### src/design/dcache_pkg.sv
package dcache_pkg;

    // address split: tag | index | offset
    localparam int addr_w         = 32;
    localparam int word_w         = 32;
    localparam int words_per_line = 8;
    localparam int line_w         = words_per_line * word_w;
    localparam int num_sets       = 128;
    localparam int index_w        = 7;
    localparam int offset_w       = 5;
    localparam int tag_w          = addr_w - index_w - offset_w;

    typedef logic [addr_w-1:0]     addr_t;
    typedef logic [word_w-1:0]     word_t;
    // word 0 sits in the low bits
    typedef logic [line_w-1:0]     line_t;
    typedef logic [tag_w-1:0]      tag_t;
    typedef logic [index_w-1:0]    index_t;
    typedef logic [word_w/8-1:0]   byte_en_t;
    typedef logic                  way_t;

    typedef enum logic [2:0] {
        op_load_byte,
        op_load_half,
        op_load_word,
        op_store_byte,
        op_store_half,
        op_store_word
    } dc_op_t;

    typedef enum logic [2:0] {
        st_idle,
        st_lookup,
        st_store,
        st_writeback,
        st_refill,
        st_fill,
        st_respond
    } dc_state_t;

endpackage

### src/design/dcache_mem_port.sv
module dcache_mem_port (
    input  logic              clk,
    input  logic              rstn,

    input  logic              cmd_start,
    input  logic              cmd_write,
    input  dcache_pkg::addr_t cmd_addr,
    input  dcache_pkg::line_t cmd_block,
    output logic              cmd_done,
    output dcache_pkg::line_t cmd_rblock,

    output logic              mem_req_valid,
    input  logic              mem_req_ready,
    output logic              mem_req_write,
    output dcache_pkg::addr_t mem_req_addr,
    output dcache_pkg::line_t mem_req_wblock,

    input  logic              mem_resp_valid,
    input  dcache_pkg::line_t mem_resp_rblock
);
    import dcache_pkg::*;

    logic  req_q;
    logic  wait_q;
    logic  done_q;
    logic  write_q;
    addr_t addr_q;
    line_t wblock_q;
    line_t rblock_q;
    logic  resp_fire;

    // response only counts once the request has gone out
    assign resp_fire = wait_q && !req_q && mem_resp_valid;

    assign mem_req_valid  = req_q;
    assign mem_req_write  = write_q;
    assign mem_req_addr   = addr_q;
    assign mem_req_wblock = wblock_q;
    assign cmd_done       = done_q;
    assign cmd_rblock     = rblock_q;

    always_ff @(posedge clk) begin
        if (!rstn) begin
            req_q  <= 1'b0;
            wait_q <= 1'b0;
            done_q <= 1'b0;
        end else begin
            done_q <= 1'b0;
            if (cmd_start) begin
                req_q  <= 1'b1;
                wait_q <= 1'b1;
            end else if (req_q && mem_req_ready) begin
                req_q <= 1'b0;
            end else if (resp_fire) begin
                wait_q <= 1'b0;
                done_q <= 1'b1;
            end
        end
    end

    always_ff @(posedge clk) begin
        if (cmd_start) begin
            write_q  <= cmd_write;
            addr_q   <= cmd_addr;
            wblock_q <= cmd_block;
        end
        // write responses carry no data
        if (resp_fire && !write_q) begin
            rblock_q <= mem_resp_rblock;
        end
    end

endmodule

### config.mk
export PLATFORM = sky130hd
export DESIGN_NAME = dcache_mem_port
export DESIGN_NICKNAME = d
export VERILOG_FILES = /design/src/design/dcache_pkg.sv /design/src/design/dcache_mem_port.sv
export SDC_FILE = /design/constraint.sdc
export NUM_CORES = 1
export LEC_CHECK = 0
export BUFFER_PORTS_ARGS = -buffer_cell sky130_fd_sc_hd__buf_2
export CORE_AREA = 2 2 431 433
export DETAILED_ROUTE_END_ITERATION = 10
export DIE_AREA = 0 0 433 435
export PLACE_DENSITY = 0.3
export SLEW_MARGIN = 10
export SYNTH_ARGS = -nofsm -noshare
export SYNTH_HDL_FRONTEND = slang
export SYNTH_SLANG_ARGS = --single-unit
export TNS_END_PERCENT = 20
### constraint.sdc
create_clock -name clk -period 16.7 [get_ports clk]
set_input_delay 3.34 -clock clk [delete_from_list [all_inputs] [get_ports clk]]
set_output_delay 3.34 -clock clk [all_outputs]
set_load 0.005 [all_outputs]
Word level (Yosys, flattened, before mapping)
Index checks and enable logic that the tools add are counted.
{"block": "word_totals", "latchBits": 0, "elab_cells": 25, "reg_bits": 548, "rom_bits": 0, "mem_count": 0, "out_inout_bits": 547, "ram_bits": 0}
{"block": "op_classes", "addsub": 0, "div": 0, "order_cmp": 0, "n_eq_ne": 1, "n_mux": 6, "reduce_logical": 10, "n_mul": 0, "shift": 0, "bitwise": 1}
{"cell": "1-bit 2-to-1 mux", "count": 6}
{"cell": "1-bit logical AND", "count": 4}
{"cell": "2-bit nonzero test", "count": 2}
{"cell": "3-bit OR reduction", "count": 1}
{"cell": "1-bit logical NOT", "count": 2}
{"cell": "2-bit != test, second input constant", "count": 1}
{"cell": "2-bit AND reduction", "count": 1}
{"cell": "1-bit inverter", "count": 1}

Longest topological paths before layout
{"block": "logic_depth", "ltp_word": 6, "depth_mapped": 2, "ltp_nobuf": 2}

Least setup slack after synthesis
No wires, ideal clock.
{"block": "synth_path", "kind": "input to register", "from": "input port mem_resp_valid", "to": "register rblock_q[0], in the netlist cmd_rblock[0], enable pin", "cell_stages": 2, "path_buffers": 0, "path_slack_ps": 1799, "required_time_ps": 15824, "t_arrival_ps": 14024, "cell_sequence": "nand3b_4 -> nor2_1"}
{"block": "synth_via", "elab_chain_len": 2}
{"element": "start, declared", "line_no": "dcache_mem_port.sv:18", "rtl": "input logic mem_resp_valid,"}
{"element": "1-bit logical AND", "line_no": "dcache_mem_port.sv:33", "rtl": "assign resp_fire = wait_q && !req_q && mem_resp_valid;"}
{"element": "1-bit logical AND", "line_no": "dcache_mem_port.sv:68", "rtl": "if (resp_fire && !write_q) begin"}
{"element": "end signal, assigned", "line_no": "dcache_mem_port.sv:69", "rtl": "rblock_q <= mem_resp_rblock;"}
{"element": "end, declared", "line_no": "dcache_mem_port.sv:29", "rtl": "line_t rblock_q;"}
No other way between the ends.
A chain may end at the register's enable or synchronous reset.

Final worst setup path
{"block": "layout_path", "from": "input port cmd_start", "to": "register wait_q"}
{"block": "layout_via", "elab_chain_len": 2, "elab_cells_between_ends": 4}
{"element": "start, declared", "line_no": "dcache_mem_port.sv:5", "rtl": "input logic cmd_start,"}
{"element": "2-bit != test (no line) or 2-bit nonzero test (tied branches)"}
{"element": "2-bit AND reduction (no line)"}
{"element": "end signal, assigned", "line_no": "dcache_mem_port.sv:45", "rtl": "wait_q <= 1'b0;"}
{"element": "end signal, assigned", "line_no": "dcache_mem_port.sv:51", "rtl": "wait_q <= 1'b1;"}
{"element": "end signal, assigned", "line_no": "dcache_mem_port.sv:55", "rtl": "wait_q <= 1'b0;"}
{"element": "end, declared", "line_no": "dcache_mem_port.sv:24", "rtl": "logic wait_q;"}
Parallel ways exist; a longest one is shown, timed or not.

==> run summary <==
CP Cell Sequence - buf_8 -> buf_4 -> buf_4 -> buf_4 -> nand2_1 -> o21ai_0
Core area - 184000 sq um
Count of cell types in the netlist - 9
Post-Syn Nets - 1107
Startpoint Class - input port
Worst min-delay path class - register to register
Num Clock Sinks - 548
Vias in the first global route - 11216
Post-DRT Antenna Nets - 0
Final Max Slew Viols - 0
# port buffers - 1096
Fill count - 20547
Critical path buffers and inverters - 4
Nets - 2287
Clock skew - 38.41 ps
TritonCTS buffer count - 75
Max incr delay on CP - 750 ps
Total gr overflow - 0
Clock tree root driver cell - clkbuf_16
Clock Path Buffers - 3
Post-DP HPWL - 82140 um
First-pass GRT wire length - 121600 um
Vias/cell - 2.568
TritonCTS clock tree - yes
Max-cap violations - 0
Starting Density - 8.962%
Layout cells sized above 1 - 67.69%
Worst Path Required - 17250 ps
Crit end category - register
Period utilisation layout - 34.25%
Htree depth - 3
Slew HR - 33.15%
Die Height - 435 um
Sequential share of the synthesized area - 99.58%
CP arrival - 6260 ps
Gpl congestion - 0.9330
RSZ-0062 raised after global routing - false
Syn Inst Count - 557
Row Count - 158
Crit Path Class - input port to register
Slowest-stage cell, CP - buf_4
Layout area overhead - 67.36%
YS warnings - 0
Worst path top cell family by delay - buffers and inverters
DRT Wirelength - 99170 um
Postcts setup bufs - 0
# IOs - 1097
Hold violation total from the final report - 0
CP Max Fanout - 79
GRT Overall Usage - 10.12%
Clk slew on worst S/H paths - 60 ps
Clk_lat worst skew - 670 ps
FF+latch count, synth - 548
Die Wd - 433 um
Vias - 10993
Drt wl/cell - 23.17 um
Most used cell, CP - buf_4
Tmin final - 5719 ps
P_leak - 10.74 nW
Mapped Area - 16490 sq um
Placed Cells - 4140
Max frequency - 174.9 MHz
Pwr dens - 125.3 nW/um^2
Initial DRC count - 767
Setup_tns - 0 ps
Cts hold-fix bufs - 0
Drt drc - 0
Avg Cell Area, Syn - 29.61 sq um
Largest net degree at the start of global routing - 118
Status - complete, no violations
Die area - 188400 sq um
DRT Pass-1 Iters - 4
Setup Viol. Count Final - 0
Final std cells w/o fill - 4280
Resized Gates After CTS - 0
Initial antenna violation count - 87
Peak supply drop - 0.00006985 V
Worst slew pin tran - 1003 ps
stage by stage:
step / total power (W) / hold WS (ps) / utilization, % / setup slack (ps) / cell area (sq um)
2_1_floorplan: 0.001667 / 471.6 / - / 1799 / 16490
3_3_place_gp: 0.001869 / 529.4 / 13.67 / 10170 / 25170
3_5_place_dp: 0.001866 / 523.8 / 13.67 / 10220 / 25170
4_1_cts: 0.003549 / 537.6 / 14.99 / 10950 / 27590
5_1_grt: 0.003602 / 554.2 / 14.99 / 10710 / 27590
6_report: 0.003460 / 530.2 / 15.00 / 10980 / 27610
per-layer routing:
layer | wire length (um) | track usage (%) | vias to the layer above
li1 | - | - | 4672
met1 | 36190 | 10.83 | 5386
met2 | 48910 | 17.13 | 668
met3 | 10720 | 5.133 | 213
met4 | 2985 | 3.327 | 54
met5 | 366 | 0 | -
path summary, 6_finish.rpt:
path	slack, ps	to	depth (start not counted)	start
worst min register to register	530	cmd_done$_SDFF_PP0_	2	wait_q$_SDFFE_PN0P_
worst max register to register	13640	cmd_rblock[193]$_DFFE_PP_	4	mem_req_valid$_SDFFE_PN0P_
worst min-delay path	530	cmd_done$_SDFF_PP0_	2	wait_q$_SDFFE_PN0P_
worst max-delay path	10980	wait_q$_SDFFE_PN0P_	6	cmd_start
cell type report:
class	count	area, sq um	share of cell area [%]
flip-flops and latches	548	16430	59.50
repair buffers	1103	5560	20.14
well taps	2480	3103	11.24
clock buffers	87	1943	7.039
clock inverters	45	476.7	1.727
multi-input cells	9	76.32	0.2765
diodes	8	20.02	0.07252
placed cells by master, fill, tap and decap left out:
master	n
clkinv_8	1
clkbuf_16	76
nand3b_4	1
nor2b_1	2
dfxtp_1	3
buf_12	1
nor3b_2	1
clkinv_2	11
edfxtp_1	545
o21ai_0	1
bufinv_16	9
o21a_1	1
clkinv_4	2
nand2_1	2
clkbuf_1	11
clkinvlp_4	4
nor2_4	1
buf_2	1095
buf_8	1
clkinv_1	14
buf_4	6
diode_2	8
inv_6	4
kinds of logic after synthesis:
kind of cell | share of synthesized area [%]
compound gates | 0.07584
flops | 99.58
simple gates | 0.3413
report_power, final:
part	switching, W	total (W)	internal, W
Clock	0.000658	0.00163	0.000971
Sequential	0.0000237	0.00162	0.00160
Combinational	0.000119	0.000210	0.0000904
registers in the layout, summed over array words and instances (netlist names):
| name | flops |
|---|---|
| mem_req_valid | 1 |
| wait_q | 1 |
| mem_req_write | 1 |
| mem_req_addr | 32 |
| cmd_done | 1 |
| cmd_rblock | 256 |
| mem_req_wblock | 256 |
cell usage after synthesis:
library cell | count | area share, %
o21ai_0 | 1 | 0.030
nor2b_1 | 2 | 0.076
o21a_1 | 1 | 0.046
nand2_1 | 2 | 0.046
nand3b_4 | 1 | 0.12
edfxtp_1 | 545 | 99
dfxtp_1 | 3 | 0.36
nor3b_2 | 1 | 0.076
nor2_1 | 1 | 0.023
worst register-to-register path, stage by stage (launching register included):
cell and delay, ps:
dfxtp_1 330, nand3b_4 180, nor2_4 530, buf_4 800, buf_4 790
No activity file was read; power rests on OpenSTA's default activity.
