**config.mk**
```make
export PLATFORM = sky130hd
export DESIGN_NAME = dcache_ctrl
export DESIGN_NICKNAME = d
export VERILOG_FILES = /design/src/design/dcache_pkg.sv /design/src/design/dcache_ctrl.sv
export SDC_FILE = /design/constraint.sdc
export NUM_CORES = 1
export LEC_CHECK = 0
export BUFFER_PORTS_ARGS = -buffer_cell sky130_fd_sc_hd__clkbuf_2
export CORE_AREA = 2 2 585 587
export DETAILED_ROUTE_END_ITERATION = 12
export DIE_AREA = 0 0 587 589
export SKIP_LAST_GASP = 1
export SLEW_MARGIN = 20
export SYNTH_ARGS = -nofsm -noshare
export SYNTH_HDL_FRONTEND = slang
export SYNTH_SLANG_ARGS = --single-unit
```
**constraint.sdc**
```tcl
create_clock -name clk -period 3 [get_ports clk]
set_input_delay 0.15 -clock clk [delete_from_list [all_inputs] [get_ports clk]]
set_output_delay 0.15 -clock clk [all_outputs]
set_load 0.02 [all_outputs]
```
**src/design/dcache_pkg.sv**
```systemverilog
package dcache_pkg;

    // address split: tag | index | offset
    localparam int addr_w         = 32;
    localparam int word_w         = 32;
    localparam int words_per_line = 8;
    localparam int line_w         = words_per_line * word_w;
    localparam int num_sets       = 128;
    localparam int index_w        = 7;
    localparam int offset_w       = 5;
    localparam int tag_w          = addr_w - index_w - offset_w;

    typedef logic [addr_w-1:0]     addr_t;
    typedef logic [word_w-1:0]     word_t;
    // word 0 sits in the low bits
    typedef logic [line_w-1:0]     line_t;
    typedef logic [tag_w-1:0]      tag_t;
    typedef logic [index_w-1:0]    index_t;
    typedef logic [word_w/8-1:0]   byte_en_t;
    typedef logic                  way_t;

    typedef enum logic [2:0] {
        op_load_byte,
        op_load_half,
        op_load_word,
        op_store_byte,
        op_store_half,
        op_store_word
    } dc_op_t;

    typedef enum logic [2:0] {
        st_idle,
        st_lookup,
        st_store,
        st_writeback,
        st_refill,
        st_fill,
        st_respond
    } dc_state_t;

endpackage

```
**src/design/dcache_ctrl.sv**
```systemverilog
module dcache_ctrl (
    input  logic                 clk,
    input  logic                 rstn,

    input  logic                 req_valid,
    output logic                 req_ready,
    input  dcache_pkg::dc_op_t   req_op,
    input  dcache_pkg::addr_t    req_addr,
    input  dcache_pkg::word_t    req_wdata,
    output logic                 resp_valid,
    input  logic                 resp_ready,
    output dcache_pkg::word_t    resp_rdata,

    output dcache_pkg::index_t   index,
    output dcache_pkg::tag_t     tag,
    input  logic                 hit,
    input  dcache_pkg::way_t     hit_way,
    input  dcache_pkg::line_t    rd_line,
    input  dcache_pkg::way_t     victim_way,
    input  logic                 victim_dirty,
    input  dcache_pkg::tag_t     victim_tag,
    input  dcache_pkg::line_t    victim_line,

    output logic                 wr_en,
    output dcache_pkg::way_t     wr_way,
    output logic [2:0]           wr_word,
    output dcache_pkg::byte_en_t wr_byte_en,
    output dcache_pkg::word_t    wr_data,
    output logic                 fill_en,
    output dcache_pkg::way_t     fill_way,
    output dcache_pkg::line_t    fill_line,
    output logic                 lru_touch,

    output logic                 cmd_start,
    output logic                 cmd_write,
    output dcache_pkg::addr_t    cmd_addr,
    output dcache_pkg::line_t    cmd_block,
    input  logic                 cmd_done,
    input  dcache_pkg::line_t    cmd_rblock
);
    import dcache_pkg::*;

    dc_state_t state;
    dc_state_t state_nxt;
    dc_op_t    op_q;
    addr_t     addr_q;
    word_t     wdata_q;
    word_t     load_q;
    word_t     hit_word;
    word_t     shifted;
    word_t     load_word;
    logic      is_load;

    assign index   = addr_q[offset_w +: index_w];
    assign tag     = addr_q[addr_w-1 -: tag_w];
    assign wr_word = addr_q[offset_w-1:2];
    assign is_load = (op_q == op_load_byte) || (op_q == op_load_half)
                  || (op_q == op_load_word);

    assign wr_way     = hit_way;
    assign fill_way   = victim_way;
    assign fill_line  = cmd_rblock;
    assign resp_rdata = load_q;

    always_ff @(posedge clk) begin
        if (req_valid && req_ready) begin
            op_q    <= req_op;
            addr_q  <= req_addr;
            wdata_q <= req_wdata;
        end
    end

    // select word, then zero-extend the addressed lane
    always_comb begin
        hit_word = rd_line[wr_word*word_w +: word_w];
        shifted  = hit_word >> {addr_q[1:0], 3'b000};
        case (op_q)
            op_load_byte: load_word = {24'b0, shifted[7:0]};
            op_load_half: load_word = {16'b0, shifted[15:0]};
            default:      load_word = shifted;
        endcase
    end

    always_ff @(posedge clk) begin
        if (state == st_lookup && hit && is_load) begin
            load_q <= load_word;
        end
    end

    // store lanes, data replicated across the word
    always_comb begin
        case (op_q)
            op_store_byte: begin
                wr_byte_en = byte_en_t'(4'b0001 << addr_q[1:0]);
                wr_data    = {4{wdata_q[7:0]}};
            end
            op_store_half: begin
                wr_byte_en = addr_q[1] ? 4'b1100 : 4'b0011;
                wr_data    = {2{wdata_q[15:0]}};
            end
            default: begin
                wr_byte_en = 4'b1111;
                wr_data    = wdata_q;
            end
        endcase
    end

    always_ff @(posedge clk) begin
        if (!rstn) begin
            state <= st_idle;
        end else begin
            state <= state_nxt;
        end
    end

    always_comb begin
        state_nxt  = state;
        req_ready  = 1'b0;
        resp_valid = 1'b0;
        wr_en      = 1'b0;
        fill_en    = 1'b0;
        lru_touch  = 1'b0;
        cmd_start  = 1'b0;
        cmd_write  = 1'b0;
        cmd_addr   = {tag, index, {offset_w{1'b0}}};
        cmd_block  = victim_line;
        case (state)
            st_idle: begin
                req_ready = 1'b1;
                if (req_valid) begin
                    state_nxt = st_lookup;
                end
            end
            st_lookup: begin
                if (hit) begin
                    lru_touch = 1'b1;
                    state_nxt = is_load ? st_respond : st_store;
                end else if (victim_dirty) begin
                    // evict first, victim address rebuilt from its tag
                    cmd_start = 1'b1;
                    cmd_write = 1'b1;
                    cmd_addr  = {victim_tag, index, {offset_w{1'b0}}};
                    state_nxt = st_writeback;
                end else begin
                    cmd_start = 1'b1;
                    state_nxt = st_refill;
                end
            end
            st_store: begin
                wr_en     = 1'b1;
                state_nxt = st_idle;
            end
            st_writeback: begin
                if (cmd_done) begin
                    cmd_start = 1'b1;
                    state_nxt = st_refill;
                end
            end
            st_refill: begin
                if (cmd_done) begin
                    state_nxt = st_fill;
                end
            end
            st_fill: begin
                fill_en   = 1'b1;
                state_nxt = st_lookup;
            end
            st_respond: begin
                resp_valid = 1'b1;
                if (resp_ready) begin
                    state_nxt = st_idle;
                end
            end
            default: state_nxt = st_idle;
        endcase
    end

endmodule

```
---- Word-level counts from Yosys, hierarchy flattened ----
Cells that the tools add are included.
cells by class
  eq/ne operators ......................... 14
  shift-type cells ........................ 3
  multiplexer cells ....................... 27
  reductions and logical operators ........ 8
operator list
  kind                                                  number
  variable part select 256 x 9 -> 32 bit                1
  one-hot mux 32 bit (2 select lines)                   2
  2-to-1 mux 32 bit                                     3
  right shift 32 x 5 -> 32 bit                          1
  2-to-1 mux 3 bit                                      7
  one-hot mux 3 bit (6 select lines)                    1
  equality test 3 x 2 -> 1 bit (second input constant)  4
  equality test 3 bit (second input constant)           4
  2-to-1 mux 1 bit                                      11
  inequality test 2 bit (second input constant)         4
  one-hot mux 4 bit (2 select lines)                    1
  equality test 3 x 1 -> 1 bit (second input constant)  2
  logical NOT 3 bit                                     2
  2-to-1 mux 4 bit                                      1
  AND reduction 4 bit                                   1
  << shifter 1 x 2 -> 4 bit (first input constant)      1
  logical AND 1 bit                                     3
  logical OR 1 bit                                      2
  one-hot mux 1 bit (2 select lines)                    1
word-level totals
  bits in registers ....................... 102
  input bits .............................. 864
  output and inout port bits .............. 651
  word-level logic and storage cells ...... 57

---- Logic depth before layout (Yosys ltp) ----
  word-level depth ........................ 6
  gate-level depth with buffers ........... 7
  mapped depth without buffers ............ 4

---- Worst setup path before layout ----
No wires, ideal clock.
  kind .................................... register to register
  from .................................... register state[1]
  to ...................................... register addr_q[0], enable pin
  setup time .............................. 0.432 ns
  data arrival time ....................... 2.698 ns
  data required time ...................... 2.568 ns
  path slack .............................. -0.130 ns
  cell stages (with the launch flop) ...... 4
  buffers on the path ..................... 1
  period minus slack after synthesis ...... 3.130 ns
  path through ............................ dfxtp_1 -> clkbuf_1 -> nor3_1 -> and2_1
on the way
  word-level cells in the longest chain between the ends .. 3
RTL lines
  what                    RTL line            RTL
  from (decl)             dcache_ctrl.sv:43   dc_state_t state;
  from (signal assigned)  dcache_ctrl.sv:110  state <= st_idle;
  from (signal assigned)  dcache_ctrl.sv:112  state <= state_nxt;
  logical NOT 3 bit       dcache_ctrl.sv:127  case (state)
  2-to-1 mux 1 bit        dcache_ctrl.sv:127
  net req_ready           dcache_ctrl.sv:6    output logic req_ready,
  logical AND 1 bit       dcache_ctrl.sv:66   if (req_valid && req_ready) begin
  to (signal assigned)    dcache_ctrl.sv:68   addr_q <= req_addr;
  to (decl)               dcache_ctrl.sv:46   addr_t addr_q;
The timed path passes the listed nets, and every way through them passes these cells.
A chain may end at the register's enable or synchronous reset.

---- Final worst setup path ----
  from .................................... register state[2]
  to ...................................... output cmd_addr[18]
on the way
  word-level cells in the longest chain between the ends .. 2
RTL lines
  what                          RTL line            RTL
  equality test 3 x 1 -> 1 bit  dcache_ctrl.sv:127
  2-to-1 mux 32 bit             dcache_ctrl.sv:127
  to (decl)                     dcache_ctrl.sv:36   output dcache_pkg::addr_t cmd_addr,
Every way passes these cells.

==> flow_summary.ini <==
[clock_network]
clk_pin_slew_worst_paths_ps = 110
root_buffer = clkbuf_16
htree_levels = 3
insertion_delay_ps = 570
clk_path_buf_depth = 3
cts-buffers-inserted = 13
cts_num_sinks = 102
tritoncts = built

[final_layout]
drive_gt1_share_pct = 64.6
n_fill_cell = 40300
nNetsFinal = 1905
mostFrequentLayoutCell = clkbuf_2
mostFrequentLayoutCells = 475 x clkbuf_2, 99 x edfxtp_1, 67 x dlygate4sd3_1, 64 x mux4_2, 41 x buf_4
area_growth_pct = 51.2

[logic_synthesis]
ys_ff_latch = 102
synth_edf_count = 99
avgSynthCellArea_um2 = 10.6
synthDistinctLibCells = 42
yosysWarningCount = 0
syn_inst = 1021
async_reset_ff_share_pct = 0
synth.cell_area_um2 = 10800
synth_ff_type = edfxtp_1
ys_seq_area_share_pct = 28.1

[place]
io_buffers = 481
place_hpwl_um = 218000
place_ws_ps = 69.1
gp_congestion = 0.885

[worst_setup_path]
required_ps = 2850
crit_start = state[2]$_SDFFE_PN0P_
critical_path.top_delay_family = simple AND/OR/NAND/NOR gates
cpPeakStageDelay_ps = 560
critPathSlowestCell = or4b_4
critPathKind = register to output pin
critPathBufInv = 2
start_kind = register
cp_max_fo = 10
crit_arrival_ps = 2670
end_kind = output pin
path_cells = nand2b_4, or4b_4, buf_12, mux2_4, clkbuf_2
r2r_start = addr_q[3]$_DFFE_PP_

[outcome]
status = finished clean

[timing]
fin_crit_sh_pct = 94.1
layout_setup_ws_ps = 176
worstMarginPinSlew_ps = 862
fin_crit_ps = 2820
max_freq_mhz = 354
hold_ws_ps = 64.9
max_slew_margin_pct = 42.4
fin_setup_tns_ps = 0
finalMaxSlewViolations = 0
final_hold_viol_count = 0
setup_viol = 0
finalClockSkew_ps = 38.0
rsz0062_at_grt = false

[global_routing]
grt_pass1_wl_um = 253000
grt_use_total_pct = 12.9
grt_pass1_vias = 9014
grt_max_degree = 52
grt-ovfl-total = 0
antenna_found_initial = 126

[detailed_routing]
wl_per_cell_um = 41.0
dr.pass1.iters = 4
drc = 0
ant_nets = 0
finalWirelength_um = 231000
viasPerCell = 1.60
drtIter0Drc = 565
num_vias = 8990

[min_path]
min_from = victim_dirty
hold_class = input port to register

[run]
drv_cap = 0

[die]
chipWidth_um = 587
start_util_pct = 3.18
core_um2 = 339000
rows = 214
die_h_um = 589
dieArea_um2 = 346000
ioPinCount = 1515

[power_and_ir_drop]
ir_worst_vdd_mv = 0.285
p_leak_nw = 4.98
p_per_area_nw_per_um2 = 438
metrics by stage:
stage                     util (%)  area, um^2  cells  total power, mW
after floorplan                  -       10800   1025             4.38
after global placement        4.43       15000   5487             5.29
after detailed placement      4.43       15000   5487             5.28
after CTS                     4.77       16200   5579             7.48
after global routing          4.79       16300   5607             7.53
final                         4.81       16300   5628             7.13
power breakdown:
part	internal, mW	switching [mW]
Clock	0.881	0.987
Sequential	1.80	0.241
Combinational	1.19	2.03
kinds of logic (layout without fill, tap and decap cells):
| kind of cell | count (synthesis) | in the layout | share of synthesized area (%) |
|---|---|---|---|
| muxes | 125 | 125 | 20.3 |
| AOI/OAI and AO/OA | 72 | 72 | 4.70 |
| other | 1 | 54 | 0.0348 |
| and+or+nand+nor | 115 | 116 | 5.40 |
| DFF | 102 | 102 | 28.1 |
| buffers and inverters | 606 | 623 | 41.4 |
final cells by class:
class                      count  area [um^2]  area share, %
multi-input combinational    318         3350           20.5
antenna                       49          123          0.752
clock inverter                 4         47.5          0.292
clock buffer                  13          325           2.00
timing repair buffer         602         3740           22.9
sequential                   102         3030           18.6
tap                         4536         5680           34.8
inverter                       4         15.0         0.0921
per-layer routing:
layer | GRT usage (%) | part of all wire (%)
met1 | 7.00 | 19
met2 | 19.1 | 42
met5 | 1.22 | 0.29
met4 | 4.98 | 4.5
met3 | 20.9 | 35
repair_timing:
action                     CTS  global route
setup endpoints to repair   19             0
hold endpoints to repair    67             0
buffers inserted             7             0
hold buffers                67             0
gates resized for setup      5             0
worst register-to-register path: cells and delay by family (launching register included):
kind | cells | cell delay [ps]
mux | 2 | 820
compound gates | 2 | 290
buf+inv | 2 | 490
flops | 1 | 740
cell usage after synthesis (2+ instances only):
cell      count  area, um^2
buf_2         7        35.0
o22ai_1       9        56.3
mux4_2       64        1440
a32oi_1       2        17.5
inv_1         3        11.3
nand2b_1     13        81.3
mux2_1        8        90.1
nor2_1       41         154
nor3_1        5        25.0
a22o_1        8        70.1
edfxtp_1     99        2970
buf_4       568        4260
nand3b_1      8        60.1
and2_1        3        18.8
a211oi_1      9        67.6
o21ai_0       9        45.0
clkbuf_1     15        56.3
nand2_1      20        75.1
buf_6         7        78.8
a22oi_1      16         120
dfxtp_1       3        60.1
buf_1         5        18.8
mux2i_1       9        90.1
or2_2         2        12.5
mux2_4       19         285
mux2_2       25         282
nor2b_1       9        56.3
nor4_1        8        50.1
a21oi_1       6        30.0
o31ai_1       9        67.6
path summary, 6_finish.rpt:
check / endpoint / slack, ps / depth (start not counted)
min: state[0]$_SDFFE_PN0P_ / 60 / 3
min reg2reg: state[0]$_SDFFE_PN0P_ / 730 / 2
max: cmd_addr[18] / 180 / 5
max reg2reg: resp_rdata[10]$_DFFE_PP_ / 400 / 6
registers in the layout, summed over array words and instances, names as in the netlist:
signal      count
addr_q         32
resp_rdata     32
wdata_q        32
op_q            3
state           3
Power figures use the tool's default switching activity.
